### src/common/rv64_core_params.svh
`ifndef RV64_CORE_PARAMS_SVH
`define RV64_CORE_PARAMS_SVH

// data and register width
`define XLEN 64

// first fetch address after reset
`define PC_START 64'h8000_0000

// instruction memory depth in 32-bit words
`define IMEM_WORDS 256

// data memory depth in doublewords
`define DMEM_DWORDS 256

// custom opcode that stops the core
`define TRAP_OPCODE 7'h6b

`endif

### src/common/rv64_decode_pkg.sv
`default_nettype none

package rv64_decode_pkg;

    // major opcodes handled by the core
    typedef enum logic [6:0] {
        OPC_OP     = 7'b0110011,
        OPC_OP_IMM = 7'b0010011,
        OPC_LUI    = 7'b0110111,
        OPC_JAL    = 7'b1101111,
        OPC_JALR   = 7'b1100111,
        OPC_BRANCH = 7'b1100011,
        OPC_LOAD   = 7'b0000011,
        OPC_STORE  = 7'b0100011,
        OPC_TRAP   = 7'h6b
    } opcode_e;

    typedef enum logic [3:0] {
        ALU_ADD, ALU_SUB, ALU_AND, ALU_OR, ALU_XOR,
        ALU_SLT, ALU_SLTU, ALU_SLL, ALU_SRL, ALU_SRA
    } alu_op_e;

    // branch compare rules
    typedef enum logic [2:0] {
        CMP_EQ, CMP_NE, CMP_LT, CMP_GE, CMP_LTU, CMP_GEU
    } comp_type_e;

    // writeback source, LINK is pc+4
    typedef enum logic [1:0] {
        WB_ALU, WB_MEM, WB_IMM, WB_LINK
    } wb_src_e;

    typedef struct packed {
        logic       rd_en;
        logic       mem_read;
        logic       mem_write;
        logic       inst_branch;
        // set for jal and jalr
        logic       inst_jump;
        logic       inst_jalr;
        logic       inst_trap;
        logic       alu_src_pc;
        logic       alu_src_imm;
        alu_op_e    alu_op;
        comp_type_e comp_type;
        wb_src_e    wb_src;
    } ctrl_t;

endpackage

`default_nettype wire

### src/execute/alu_exec.sv
`default_nettype none

`include "rv64_core_params.svh"

module alu_exec (
    input  rv64_decode_pkg::ctrl_t ctrl,
    input  logic [`XLEN-1:0]       pc,
    input  logic [`XLEN-1:0]       rs1_data,
    input  logic [`XLEN-1:0]       rs2_data,
    input  logic [`XLEN-1:0]       imm,
    output logic [`XLEN-1:0]       alu_res,
    output logic                   branch_taken
);
    import rv64_decode_pkg::*;

    logic [`XLEN-1:0] op_a;
    logic [`XLEN-1:0] op_b;
    logic [5:0]       shamt;
    logic             cmp_res;

    assign op_a  = ctrl.alu_src_pc ? pc : rs1_data;
    assign op_b  = ctrl.alu_src_imm ? imm : rs2_data;
    assign shamt = op_b[5:0];

    always_comb begin
        case (ctrl.alu_op)
            ALU_ADD:  alu_res = op_a + op_b;
            ALU_SUB:  alu_res = op_a - op_b;
            ALU_AND:  alu_res = op_a & op_b;
            ALU_OR:   alu_res = op_a | op_b;
            ALU_XOR:  alu_res = op_a ^ op_b;
            ALU_SLT:  alu_res = {63'b0, $signed(op_a) < $signed(op_b)};
            ALU_SLTU: alu_res = {63'b0, op_a < op_b};
            ALU_SLL:  alu_res = op_a << shamt;
            ALU_SRL:  alu_res = op_a >> shamt;
            ALU_SRA:  alu_res = $signed(op_a) >>> shamt;
            default:  alu_res = op_a + op_b;
        endcase
    end

    // branch condition always looks at the two registers
    always_comb begin
        case (ctrl.comp_type)
            CMP_EQ:  cmp_res = (rs1_data == rs2_data);
            CMP_NE:  cmp_res = (rs1_data != rs2_data);
            CMP_LT:  cmp_res = ($signed(rs1_data) < $signed(rs2_data));
            CMP_GE:  cmp_res = ($signed(rs1_data) >= $signed(rs2_data));
            CMP_LTU: cmp_res = (rs1_data < rs2_data);
            CMP_GEU: cmp_res = (rs1_data >= rs2_data);
            default: cmp_res = 1'b0;
        endcase
    end

    assign branch_taken = ctrl.inst_branch & cmp_res;

endmodule

`default_nettype wire

### config.mk
export PLATFORM = sky130hd
export DESIGN_NAME = alu_exec
export DESIGN_NICKNAME = d
export VERILOG_FILES = /design/src/common/rv64_decode_pkg.sv /design/src/execute/alu_exec.sv
export VERILOG_INCLUDE_DIRS = /design/src /design/src/common
export SDC_FILE = /design/constraint.sdc
export NUM_CORES = 1
export LEC_CHECK = 0
export BUFFER_PORTS_ARGS = -buffer_cell sky130_fd_sc_hd__buf_2
export CELL_PAD_IN_SITES_DETAIL_PLACEMENT = 0
export CELL_PAD_IN_SITES_GLOBAL_PLACEMENT = 1
export CORE_MARGIN = 1.5
export CORE_UTILIZATION = 43
export DETAILED_ROUTE_END_ITERATION = 10
export PLACE_DENSITY = 0.92
export SLEW_MARGIN = 20
export SYNTH_ARGS = -nofsm -noshare
export SYNTH_HDL_FRONTEND = slang
export SYNTH_SLANG_ARGS = --single-unit
### constraint.sdc
create_clock -name vclk -period 6
set_clock_uncertainty 0.2 [all_clocks]
set_input_delay 0.3 -clock vclk [all_inputs]
set_output_delay 0.3 -clock vclk [all_outputs]
set_load 0.03 [all_outputs]
==> flow_metrics.py <==
metrics = {
    "outcome": {
        "status": "complete, no violations",
    },
    "drt": {
        "ant_nets": 0,
        "drt_wl_total_um": 129600,
        "via_count": 30689,
        "drtIter0Drc": 4879,
        "top_layer_used": "met5",
        "viasPerCell": 6.829,
        "wl_met3_um": 17840,
        "wl_met1_um": 53640,
        "routedWlPerCell_um": 28.84,
        "route.met2.wl_um": 51530,
        "drc": 0,
        "firstDrtPassIters": 8,
    },
    "place": {
        "dpl.hpwl_um": 104100,
        "place_ws_ns": 0.4390,
        "routabilityCongestion": 1.088,
        "placed_area_um2": 25550,
        "io_buffers": 331,
    },
    "setup_path": {
        "required_ns": 5.50,
        "crit_path_start_kind": "primary input",
        "crit_arrival_ns": 5.27,
        "worstSetupPathType": "primary input to primary output",
        "crit_fanout": 7,
        "crit_path_end_kind": "primary output",
    },
    "floorplanning": {
        "core_um2": 51510,
        "start_util": 0.4375,
        "die_h_um": 231.9,
        "dieWidth_um": 231.9,
        "die_area_um2": 53790,
        "num_rows": 83,
        "ios": 339,
    },
    "synthesis": {
        "mappedNetlistNets": 4095,
        "synth_cells": 3562,
        "syn-cell-area_um2": 22540,
        "postSynthAreaPerCell_um2": 6.327,
        "yosysWarnings": 0,
        "yosysSeqAreaShare": 0,
        "ys_types": 94,
    },
    "hold_path": {
        "hp-class": "primary input to primary output",
    },
    "timing": {
        "tightest_slew_ns": 1.198,
        "maxSlewViolCount": 0,
        "setup_viol": 0,
        "fin_crit_ns": 5.767,
        "setup_slack_ns": 0.2330,
        "relSlewSlack": 0.2014,
        "fmax_ghz": 0.1734,
        "final.setup.tns_ns": 0,
        "hold_violations": 0,
        "rsz0062_at_grt": "false",
        "period_share": 0.9612,
    },
    "finish": {
        "final_common_cell": "nor2_1",
        "nClkBuffers": 0,
        "num-fill-cells": 5550,
        "nNetsFinal": 4346,
        "postLayoutCoreUtil": 0.4962,
        "seq_cell_count": 0,
        "design_area_um2": 25560,
        "syn2layout_area_growth_pct": 13.41,
        "layout_common_cells": "403 x nor2_1, 384 x nand2_1, 341 x a21oi_1",
        "final_layout_size_suffix_gt1_frac": 0.1635,
        "seq_area_um2": 0,
    },
    "global_routing": {
        "track_usage": 0.4592,
        "grt_max_degree": 145,
        "grt_pass1_vias": 27719,
        "grt_overflow": 0,
        "antenna_found_initial": 8,
        "grt_first_pass_wirelength_um": 185600,
    },
    "clock_tree": {
        "ctsHoldBuffers": 0,
        "post_cts_buffers": 0,
        "ctsResizeCount": 0,
    },
    "job": {
        "max-cap-violations": 0,
    },
}
## layout make-up
type | instances | area [um2] | area share
Multi-Input combinational cell | 3024 | 20450 | 0.8000
Tap cell | 680 | 850.8 | 0.03329
Inverter | 270 | 1021 | 0.03995
Timing Repair Buffer | 517 | 3233 | 0.1265
Antenna cell | 3 | 7.507 | 0.0002937
## final timing paths
path | startpoint | to | cells after the start
worst max-delay path | ctrl[10] | alu_res[61] | 17
worst min-delay path | ctrl[14] | branch_taken | 4
## synth_stat cells (all sizes together), types with 73 or more instances
library cell  instances  area share
mux2i               309        0.14
nand2               384       0.064
a21oi               343       0.076
nor2                403       0.067
o21ai               265       0.059
o21a                 73       0.024
buf                 117       0.026
ha                  257        0.14
a211oi               75       0.025
inv                 270       0.045
nor3                 74       0.017
clkbuf              151       0.025
## through the flow
step / std cells / hold WS [ns]
after floorplan: 3562 / 0.5691
after global placement: 4491 / 0.7523
after detailed placement: 4491 / 0.7720
after CTS: 4491 / 0.7722
after global routing: 4491 / 0.7869
final: 4494 / 0.7723
## cell families (layout without fill, tap and decap cells)
group,count (synthesis),after routing,share of synthesized area
other cells,0,3,0
simple gates,1122,1122,0.2193
compound gates,1275,1275,0.3720
xor+xnor,8,8,0.003109
fa+ha+maj,259,259,0.1445
buf+inv,538,787,0.09577
mux,360,360,0.1653
## layer usage
metal	global-route usage	up-vias
met4	0.1822	10
met3	0.1286	347
met1	0.6408	14507
li1	-	13593
met5	0	-
met2	0.6552	2232
## worst max-delay path, stage by stage
cell and delay [ns]:
buf_4 0.24, buf_4 0.23, mux2i_1 0.42, ha_1 0.41, or4_1 0.55, or3_1 0.35, a21oi_2 0.38, o21ai_1 0.26
a2111oi_2 0.36, buf_4 0.20, o31ai_2 0.11, o211ai_2 0.29, a211oi_1 0.20, o21ai_0 0.24, mux2_2 0.35, and3_1 0.17
buf_2 0.17
