<file path="config.mk">
export PLATFORM = sky130hd
export DESIGN_NAME = inst_decode
export DESIGN_NICKNAME = d
export VERILOG_FILES = /design/src/common/rv64_decode_pkg.sv /design/src/decode/inst_decode.sv
export VERILOG_INCLUDE_DIRS = /design/src /design/src/common
export SDC_FILE = /design/constraint.sdc
export NUM_CORES = 1
export LEC_CHECK = 0
export BUFFER_PORTS_ARGS = -buffer_cell sky130_fd_sc_hd__buf_2
export CAP_MARGIN = 0
export CORE_ASPECT_RATIO = 1.2
export CORE_MARGIN = 3
export CORE_UTILIZATION = 32
export DETAILED_ROUTE_END_ITERATION = 10
export PLACE_DENSITY_LB_ADDON = 0.08
export RECOVER_POWER = 50
export SYNTH_ARGS = -nofsm -noshare
export SYNTH_HDL_FRONTEND = slang
export SYNTH_SLANG_ARGS = --single-unit
</file>
<file path="constraint.sdc">
create_clock -name vclk -period 2.4
set_clock_uncertainty 0.2 [all_clocks]
set_input_delay 0.24 -clock vclk [all_inputs]
set_output_delay 0.24 -clock vclk [all_outputs]
set_load 0.02 [all_outputs]
</file>
<file path="src/common/rv64_core_params.svh">
`ifndef RV64_CORE_PARAMS_SVH
`define RV64_CORE_PARAMS_SVH

// data and register width
`define XLEN 64

// first fetch address after reset
`define PC_START 64'h8000_0000

// instruction memory depth in 32-bit words
`define IMEM_WORDS 256

// data memory depth in doublewords
`define DMEM_DWORDS 256

// custom opcode that stops the core
`define TRAP_OPCODE 7'h6b

`endif

</file>
<file path="src/common/rv64_decode_pkg.sv">
`default_nettype none

package rv64_decode_pkg;

    // major opcodes handled by the core
    typedef enum logic [6:0] {
        OPC_OP     = 7'b0110011,
        OPC_OP_IMM = 7'b0010011,
        OPC_LUI    = 7'b0110111,
        OPC_JAL    = 7'b1101111,
        OPC_JALR   = 7'b1100111,
        OPC_BRANCH = 7'b1100011,
        OPC_LOAD   = 7'b0000011,
        OPC_STORE  = 7'b0100011,
        OPC_TRAP   = 7'h6b
    } opcode_e;

    typedef enum logic [3:0] {
        ALU_ADD, ALU_SUB, ALU_AND, ALU_OR, ALU_XOR,
        ALU_SLT, ALU_SLTU, ALU_SLL, ALU_SRL, ALU_SRA
    } alu_op_e;

    // branch compare rules
    typedef enum logic [2:0] {
        CMP_EQ, CMP_NE, CMP_LT, CMP_GE, CMP_LTU, CMP_GEU
    } comp_type_e;

    // writeback source, LINK is pc+4
    typedef enum logic [1:0] {
        WB_ALU, WB_MEM, WB_IMM, WB_LINK
    } wb_src_e;

    typedef struct packed {
        logic       rd_en;
        logic       mem_read;
        logic       mem_write;
        logic       inst_branch;
        // set for jal and jalr
        logic       inst_jump;
        logic       inst_jalr;
        logic       inst_trap;
        logic       alu_src_pc;
        logic       alu_src_imm;
        alu_op_e    alu_op;
        comp_type_e comp_type;
        wb_src_e    wb_src;
    } ctrl_t;

endpackage

`default_nettype wire

</file>
<file path="src/decode/inst_decode.sv">
`default_nettype none

`include "rv64_core_params.svh"

module inst_decode (
    input  logic [31:0]            inst,
    output logic [4:0]             rs1_index,
    output logic [4:0]             rs2_index,
    output logic [4:0]             rd_index,
    output logic [`XLEN-1:0]       imm,
    output rv64_decode_pkg::ctrl_t ctrl
);
    import rv64_decode_pkg::*;

    opcode_e          opcode;
    logic [2:0]       funct3;
    logic [6:0]       funct7;
    logic [`XLEN-1:0] i_imm;
    logic [`XLEN-1:0] s_imm;
    logic [`XLEN-1:0] b_imm;
    logic [`XLEN-1:0] u_imm;
    logic [`XLEN-1:0] j_imm;

    // funct3 to ALU operation, alt selects sub and sra
    function automatic alu_op_e funct_to_alu(input logic [2:0] f3, input logic alt);
        alu_op_e op;
        case (f3)
            3'b000:  op = alt ? ALU_SUB : ALU_ADD;
            3'b001:  op = ALU_SLL;
            3'b010:  op = ALU_SLT;
            3'b011:  op = ALU_SLTU;
            3'b100:  op = ALU_XOR;
            3'b101:  op = alt ? ALU_SRA : ALU_SRL;
            3'b110:  op = ALU_OR;
            default: op = ALU_AND;
        endcase
        return op;
    endfunction

    assign opcode = opcode_e'(inst[6:0]);
    assign funct3 = inst[14:12];
    assign funct7 = inst[31:25];

    assign i_imm = {{52{inst[31]}}, inst[31:20]};
    assign s_imm = {{52{inst[31]}}, inst[31:25], inst[11:7]};
    assign b_imm = {{51{inst[31]}}, inst[31], inst[7], inst[30:25], inst[11:8], 1'b0};
    assign u_imm = {{32{inst[31]}}, inst[31:12], 12'b0};
    assign j_imm = {{43{inst[31]}}, inst[31], inst[19:12], inst[20], inst[30:21], 1'b0};

    assign rs2_index = inst[24:20];
    assign rd_index  = inst[11:7];

    // trap reads its code from x10
    assign rs1_index = (opcode == OPC_TRAP) ? 5'd10 : inst[19:15];

    always_comb begin
        ctrl = '0;
        imm  = '0;
        case (opcode)
            OPC_OP: begin
                ctrl.rd_en  = 1'b1;
                ctrl.alu_op = funct_to_alu(funct3, funct7[5]);
            end
            OPC_OP_IMM: begin
                ctrl.rd_en       = 1'b1;
                ctrl.alu_src_imm = 1'b1;
                // no subtract form for immediates
                ctrl.alu_op      = funct_to_alu(funct3, (funct3 == 3'b101) && funct7[5]);
                imm              = i_imm;
            end
            OPC_LUI: begin
                ctrl.rd_en  = 1'b1;
                ctrl.wb_src = WB_IMM;
                imm         = u_imm;
            end
            OPC_JAL: begin
                ctrl.rd_en       = 1'b1;
                ctrl.inst_jump   = 1'b1;
                ctrl.alu_src_pc  = 1'b1;
                ctrl.alu_src_imm = 1'b1;
                ctrl.wb_src      = WB_LINK;
                imm              = j_imm;
            end
            OPC_JALR: begin
                ctrl.rd_en       = 1'b1;
                ctrl.inst_jump   = 1'b1;
                ctrl.inst_jalr   = 1'b1;
                ctrl.alu_src_imm = 1'b1;
                ctrl.wb_src      = WB_LINK;
                imm              = i_imm;
            end
            OPC_BRANCH: begin
                ctrl.inst_branch = (funct3 != 3'b010) && (funct3 != 3'b011);
                ctrl.alu_src_pc  = 1'b1;
                ctrl.alu_src_imm = 1'b1;
                imm              = b_imm;
                case (funct3)
                    3'b001:  ctrl.comp_type = CMP_NE;
                    3'b100:  ctrl.comp_type = CMP_LT;
                    3'b101:  ctrl.comp_type = CMP_GE;
                    3'b110:  ctrl.comp_type = CMP_LTU;
                    3'b111:  ctrl.comp_type = CMP_GEU;
                    default: ctrl.comp_type = CMP_EQ;
                endcase
            end
            OPC_LOAD: begin
                // ld only
                ctrl.rd_en       = (funct3 == 3'b011);
                ctrl.mem_read    = (funct3 == 3'b011);
                ctrl.alu_src_imm = 1'b1;
                ctrl.wb_src      = WB_MEM;
                imm              = i_imm;
            end
            OPC_STORE: begin
                ctrl.mem_write   = (funct3 == 3'b011);
                ctrl.alu_src_imm = 1'b1;
                imm              = s_imm;
            end
            OPC_TRAP: begin
                ctrl.inst_trap = 1'b1;
            end
            default: begin
                ctrl = '0;
            end
        endcase
    end

endmodule

`default_nettype wire

</file>
==> metrics.txt, run 1 <==
status=completed; Post-CTS Setup Inserts=0; post-synth top area share=0.295; Buffers on Ports=129; count leader, synth=buf_4; ANT nets after route=0; WS Path Type=in2out; cell taking the most area after synthesis=buf_4; Seq cells=0; final worst path period need=2.23 ns; main combinational cell family by area after synthesis=buffers and inverters; Util after Layout=0.438; VDD IR max=70.8 uV; DR vias=1341; GR Util met2=0.300; largest net degree at the start of global routing=34; max_cap viols=0; top post-synthesis cells by area=buf_4, a22o_1, o21ai_0; Worst Path Arrival=1.79 ns; gr usage total=0.149; die area=4170 sq um; sequential fraction of the synthesis area=0; global route overflow=0; routability cong.=0.790; CLK BUF=0; synthesized cell area=1100 sq um; core outline area=3170 sq um; setup TNS=0 ns; num rows=22; initial antenna violation count=0; RSZ-0062 raised after global routing=false; post-synth cell types=39; worst-path cell chain=buf_2, nand3b_1, o32ai_4, clkbuf_2, a22o_1, clkbuf_1; Hold/Removal Path Class=in2out; synth cell count leaders=buf_4, a22o_1, nand2_1; Initial Util=0.346; critical path capture point type=output port; GR Layer Usage met1=0.171; via/cell ratio=4.88; Top Ports=129; maximum fanout along the worst path=18; layer with the highest usage=met2; layout net count=273; fin crit share=0.928; static leakage=0.790 nW; Syn Nets=190; Synth-to-Final Area Change=26.6%; dpl cells=275; ant diodes=0; storage element area=0 sq um; Achievable Freq=0.449 GHz; Power Density=135 nW/um^2; Mapped Avg Cell Area=6.94 sq um; Routed WL=3.46 mm; Die Span X=59.4 microns; Syn Inst Count=158; HPWL after DPL=2.78 mm; worst slew pin tran=0.564 ns; Remaining DRCs=0; # fillers=371; Pre-Repair DR Iteration Count=5; simple-gate share of the synthesized area=0.300; Synth Area in Adders=0; Crit path required time=1.96 ns; Relative slew margins=0.621; final hold violation count=0; grt met3 use=0.00924; Synth Warn #=0; Slew Limit Fails=0; multiplexer share of the synthesized area=0.0137; wire per inst=12.6 microns; crit-path max cell delay=0.34 ns; Die Height=70.1 microns; Cell Count, Final, Fillers Out=275; vias in the first global route=1183; # hold bufs at CTS=0; final setup vio count=0; 1st-iter DRT viols=68; type of origin of the critical path=input pin; first-pass GRT wire length=5.32 mm; share of cells above drive strength 1=0.444; post-synthesis compound-gate area fraction=0.312; Gates resized, CTS repair=0; Post-Synth XOR/XNOR Area=0.00799; CP max stage cell=nand3b_1
-- worst paths after layout --
check	cells after the start	start	slack, ns	end
hold / removal	2	inst[8]	0.54	rd_index[1]
setup / recovery	6	inst[3]	0.17	imm[28]
-- per-layer routing --
metal | vias up | routed length, microns
met4 | 0 | 0
met1 | 577 | 1320
met5 | - | 0
met2 | 75 | 1730
met3 | 0 | 402
li1 | 689 | -
-- cells by family (layout without fill, tap and decap cells) --
kind of cell | Yosys count | in the layout
buffers and inverters | 57 | 138
XOR/XNOR | 1 | 1
AND/OR/NAND/NOR | 57 | 57
multiplexers | 1 | 1
AO/OA/AOI/OAI | 42 | 42
-- layout by cell type (no fill, tap or decap), types with 2 or more instances in the layout --
cell type	count
buf_2	88
nand2_1	12
inv_1	4
nor4bb_1	2
nor2_1	7
nor2b_1	5
a21o_1	2
clkbuf_1	35
nand2b_1	4
buf_4	2
or2_2	3
o22ai_1	2
nor3b_1	2
clkbuf_2	9
nand3b_1	2
o21ai_0	10
nand4b_1	2
and2_0	2
o32ai_1	2
nand3_1	2
and2_1	4
a22o_1	15
nor3_1	6
-- report_power, final --
group | leakage [nW] | total (W) | switching [W] | internal, W
sequential | 0 | 0 | 0 | 0
clock | 0 | 0 | 0 | 0
combinational | 0.790 | 0.000187 | 0.000121 | 0.0000657
total | 0.790 | 0.000187 | 0.000121 | 0.0000657
-- worst max-delay path: cells and delay by family --
kind	cells	cell delay, ns
AOI/OAI and AO/OA	2	0.53
buffers and inverters	3	0.67
and+or+nand+nor	1	0.34
-- per-stage QoR --
step           instance area, sq um  hold WS, ns  total power [W]  setup WS (ns)
6_report                       1390        0.545         0.000187          0.173
5_1_grt                        1390        0.553         0.000205         0.0353
4_1_cts                        1440        0.519         0.000194          0.199
3_5_place_dp                   1440        0.519         0.000194          0.212
3_3_place_gp                   1440        0.518         0.000195          0.209
2_1_floorplan                  1100        0.393         0.000145         0.0271
-- cell type report --
cell class                      instances  area, sq um  share of cell area
Inverter                                4         15.0              0.0108
Timing Repair Buffer                  134          632               0.455
Multi-Input combinational cell        101          696               0.501
Tap cell                               36         45.0              0.0325
No activity file was read; power rests on OpenSTA's default activity.
==> inputs of run 2 (changes only) <==
- CORE_UTILIZATION: 32 -> 38
- PLACE_DENSITY: unset -> 0.9
- PLACE_DENSITY_LB_ADDON: 0.08 -> unset
- clock period: 2.4 -> 2.74 ns (I/O delays scaled with it)
==> metrics.txt, run 2 (same netlist as run 1, synthesis figures left out) <==
vias in the first global route=1105; worst slew pin tran=0.604 ns; initial antenna violation count=0; Crit path required time=2.27 ns; storage element area=0 sq um; HPWL after DPL=2.81 mm; Buffers on Ports=129; VDD IR max=79.6 uV; num rows=20; 1st-iter DRT viols=25; wire per inst=12.9 microns; DR vias=1381; WHS=0.613 ns; static leakage=0.763 nW; dpl ws=0.415 ns; most frequent cells in the layout=buf_2, clkbuf_1, a22o_1; status=completed; Die Span X=55.0 microns; leading cell type in the layout, fill and taps excluded=buf_2; type of origin of the critical path=input pin; ANT nets after route=0; critical path capture point type=output port; first-pass GRT wire length=4.88 mm; routability cong.=0.765; core outline area=2650 sq um; fin crit share=0.872; Pre-Repair DR Iteration Count=4; final setup vio count=0; Die Height=64.8 microns; Post-CTS Setup Inserts=0; Worst Path Arrival=1.91 ns; setup TNS=0 ns; Gates resized, CTS repair=0; Relative slew margins=0.594; largest net degree at the start of global routing=34; gr usage total=0.170; share of cells above drive strength 1=0.414; CP startpoint=inst[3]; maximum fanout along the worst path=13; Synth-to-Final Area Change=22.8%; final hold violation count=0; die area=3570 sq um; Remaining DRCs=0; final instance area=1350 sq um; Achievable Freq=0.419 GHz; Routed WL=3.47 mm; ant diodes=0; layout net count=271; Top Ports=129; RSZ-0062 raised after global routing=false; Seq cells=0; # hold bufs at CTS=0; final worst path period need=2.39 ns; Area after DPL=1420 sq um; Slew Limit Fails=0; Initial Util=0.413; Hold Crit Start=inst[9]; CLK BUF=0; WS Path Type=in2out; Util after Layout=0.508; via/cell ratio=5.11; global route overflow=0; final worst slack=0.352 ns; Hold/Removal Path Class=in2out; max_cap viols=0; # fillers=293; Power Density=119 nW/um^2
run 2: worst max-delay path, stage by stage:
cell,delay (ns)
buf_2,0.11
nand3b_1,0.15
clkbuf_1,0.26
or4_1,0.64
nor3b_1,0.22
clkbuf_1,0.26
run 2: path summary, 6_finish.rpt:
| kind | end | slack [ns] | cells past startpoint |
|---|---|---|---|
| worst max-delay path | ctrl[2] | 0.35 | 6 |
| worst min-delay path | rd_index[2] | 0.61 | 2 |
run 2: cell type report:
type               instances  area, sq um  share of cell area
well taps                 33         41.3              0.0307
repair buffers           132          613               0.455
inverters                  4         15.0              0.0112
multi-input cells        101          677               0.503
run 2: power breakdown:
part           switching [W]  internal [W]
clock network              0             0
registers                  0             0
logic               0.000105     0.0000556
total               0.000105     0.0000556
run 2: layer usage:
layer	track usage	part of all wire
met1	0.213	0.38
met2	0.321	0.49
met3	0.00230	0.12
met4	0.0122	0.0063
met5	0	0
run 2: stage by stage:
stage | total power, W | instances
2_1_floorplan | 0.000127 | 158
3_3_place_gp | 0.000165 | 270
3_5_place_dp | 0.000167 | 270
4_1_cts | 0.000167 | 270
5_1_grt | 0.000174 | 270
6_report | 0.000160 | 270
==> inputs of run 3 (changes only) <==
- ABC_AREA: unset -> 1
==> metrics.txt, run 3 <==
Crit path required time=2.27 ns; final setup vio count=0; Hold/Removal Path Class=in2out; 1st-iter DRT viols=46; RSZ-0062 raised after global routing=false; WS Path Type=in2out; HPWL after DPL=3.07 mm; Pint=0.0000490 W; die area=3630 sq um; # fillers=315; synthesized cell area=1120 sq um; net load switching power=0.000106 W; Routed WL=3.53 mm; final hold violation count=0; sequential fraction of the synthesis area=0; Hold Crit Start=inst[11]; Mapped Avg Cell Area=5.31 sq um; ant diodes=0; fin crit share=0.841; Synth-to-Final Area Change=24.4%; largest net degree at the start of global routing=34; Worst Path Arrival=1.83 ns; core outline area=2680 sq um; Util after Layout=0.519; synth cell count leaders=nand2_1, buf_4, nand3_1; routability cong.=0.889; Seq cells=0; Relative slew margins=0.537; via/cell ratio=4.60; most frequent cells in the layout=buf_2, nand2_1, clkbuf_1; cell taking the most area after synthesis=buf_4; vias in the first global route=1336; Gates resized, CTS repair=0; type of origin of the critical path=input pin; gr usage total=0.178; initial antenna violation count=0; global route overflow=0; Comb power frac=1.000; leading cell type in the layout, fill and taps excluded=buf_2; count leader, synth=nand2_1; CLK BUF=0; Syn Nets=242; Die Height=65.4 microns; # hold bufs at CTS=0; Slew Limit Fails=0; Worst Hold End=rd_index[4]; WHS Path Cells=2; static leakage=1.08 nW; Sw Share=0.683; Power Density=111 nW/um^2; Buffers on Ports=129; maximum fanout along the worst path=33; Pre-Repair DR Iteration Count=7; setup TNS=0 ns; share of cells above drive strength 1=0.350; final worst path period need=2.30 ns; Initial Util=0.417; status=completed; Top Ports=129; storage element area=0 sq um; post-synth cell types=21; Clk network pwr share=0; VDD IR max=73.9 uV; register share of total power=0; num rows=20; top post-synthesis cells by area=buf_4, nand2_1, nand3_1; DR vias=1505; Achievable Freq=0.434 GHz; Syn Inst Count=210; first-pass GRT wire length=5.62 mm; layout net count=328; wire per inst=10.8 microns; Synth Warn #=0; post-synth top area share=0.296; Die Span X=55.5 microns; Remaining DRCs=0; Post-CTS Setup Inserts=0; worst slew pin tran=0.689 ns; critical path capture point type=output port; ANT nets after route=0; max_cap viols=0
==> run 3: layer usage <==
layer,track usage,vias up,part of all wire
li1,-,778,-
met1,0.192,620,0.37
met2,0.371,104,0.51
met3,0.0295,3,0.11
met4,0.00608,0,0.0043
met5,0,-,0
==> run 3: cell families after synthesis <==
logic type	share of synthesized area
buf+inv	0.413
simple gates	0.522
compound gates	0.0650
==> run 3: cell type report <==
| cell class | instances | area [sq um] | area share |
|---|---|---|---|
| repair buffers | 132 | 612 | 0.441 |
| well taps | 33 | 41.3 | 0.0297 |
| inverters | 26 | 97.6 | 0.0703 |
| multi-input cells | 136 | 638 | 0.459 |
==> run 3: worst max-delay path by stage <==
| stage | from | cells past startpoint | endpoint |
|---|---|---|---|
| floorplan | inst[1] | 8 | imm[32] |
| global route | inst[2] | 10 | imm[53] |
| finish | inst[3] | 10 | imm[46] |
| CTS | inst[3] | 10 | imm[43] |
| detailed placement | inst[3] | 10 | imm[43] |
| global placement | inst[1] | 9 | imm[49] |
==> run 3: power groups by stage <==
stage               combinational, W  sequential, W  clock (W)
floorplan                   0.000117              0          0
global placement            0.000159              0          0
detailed placement          0.000161              0          0
CTS                         0.000162              0          0
global route                0.000170              0          0
finish                      0.000155              0          0
==> run 3: worst max-delay path: stages <==
cell and delay [ns]:
buf_2 0.13, inv_1 0.07, nand2_1 0.06, nor2_1 0.28
nand3_1 0.16, nand2_1 0.09, inv_1 0.17, nand3_1 0.14
buf_4 0.24, buf_2 0.21
==> run 3: stage by stage <==
step                      hold slack [ns]  std cells  total power [W]  setup slack [ns]  instance area (sq um)
after detailed placement            0.582        327         0.000161             0.608                   1460
after global placement              0.580        327         0.000159             0.655                   1460
final                               0.608        327         0.000155             0.436                   1390
after floorplan                     0.461        210         0.000117             0.257                   1120
after CTS                           0.582        327         0.000162             0.607                   1460
after global routing                0.615        327         0.000170             0.252                   1390
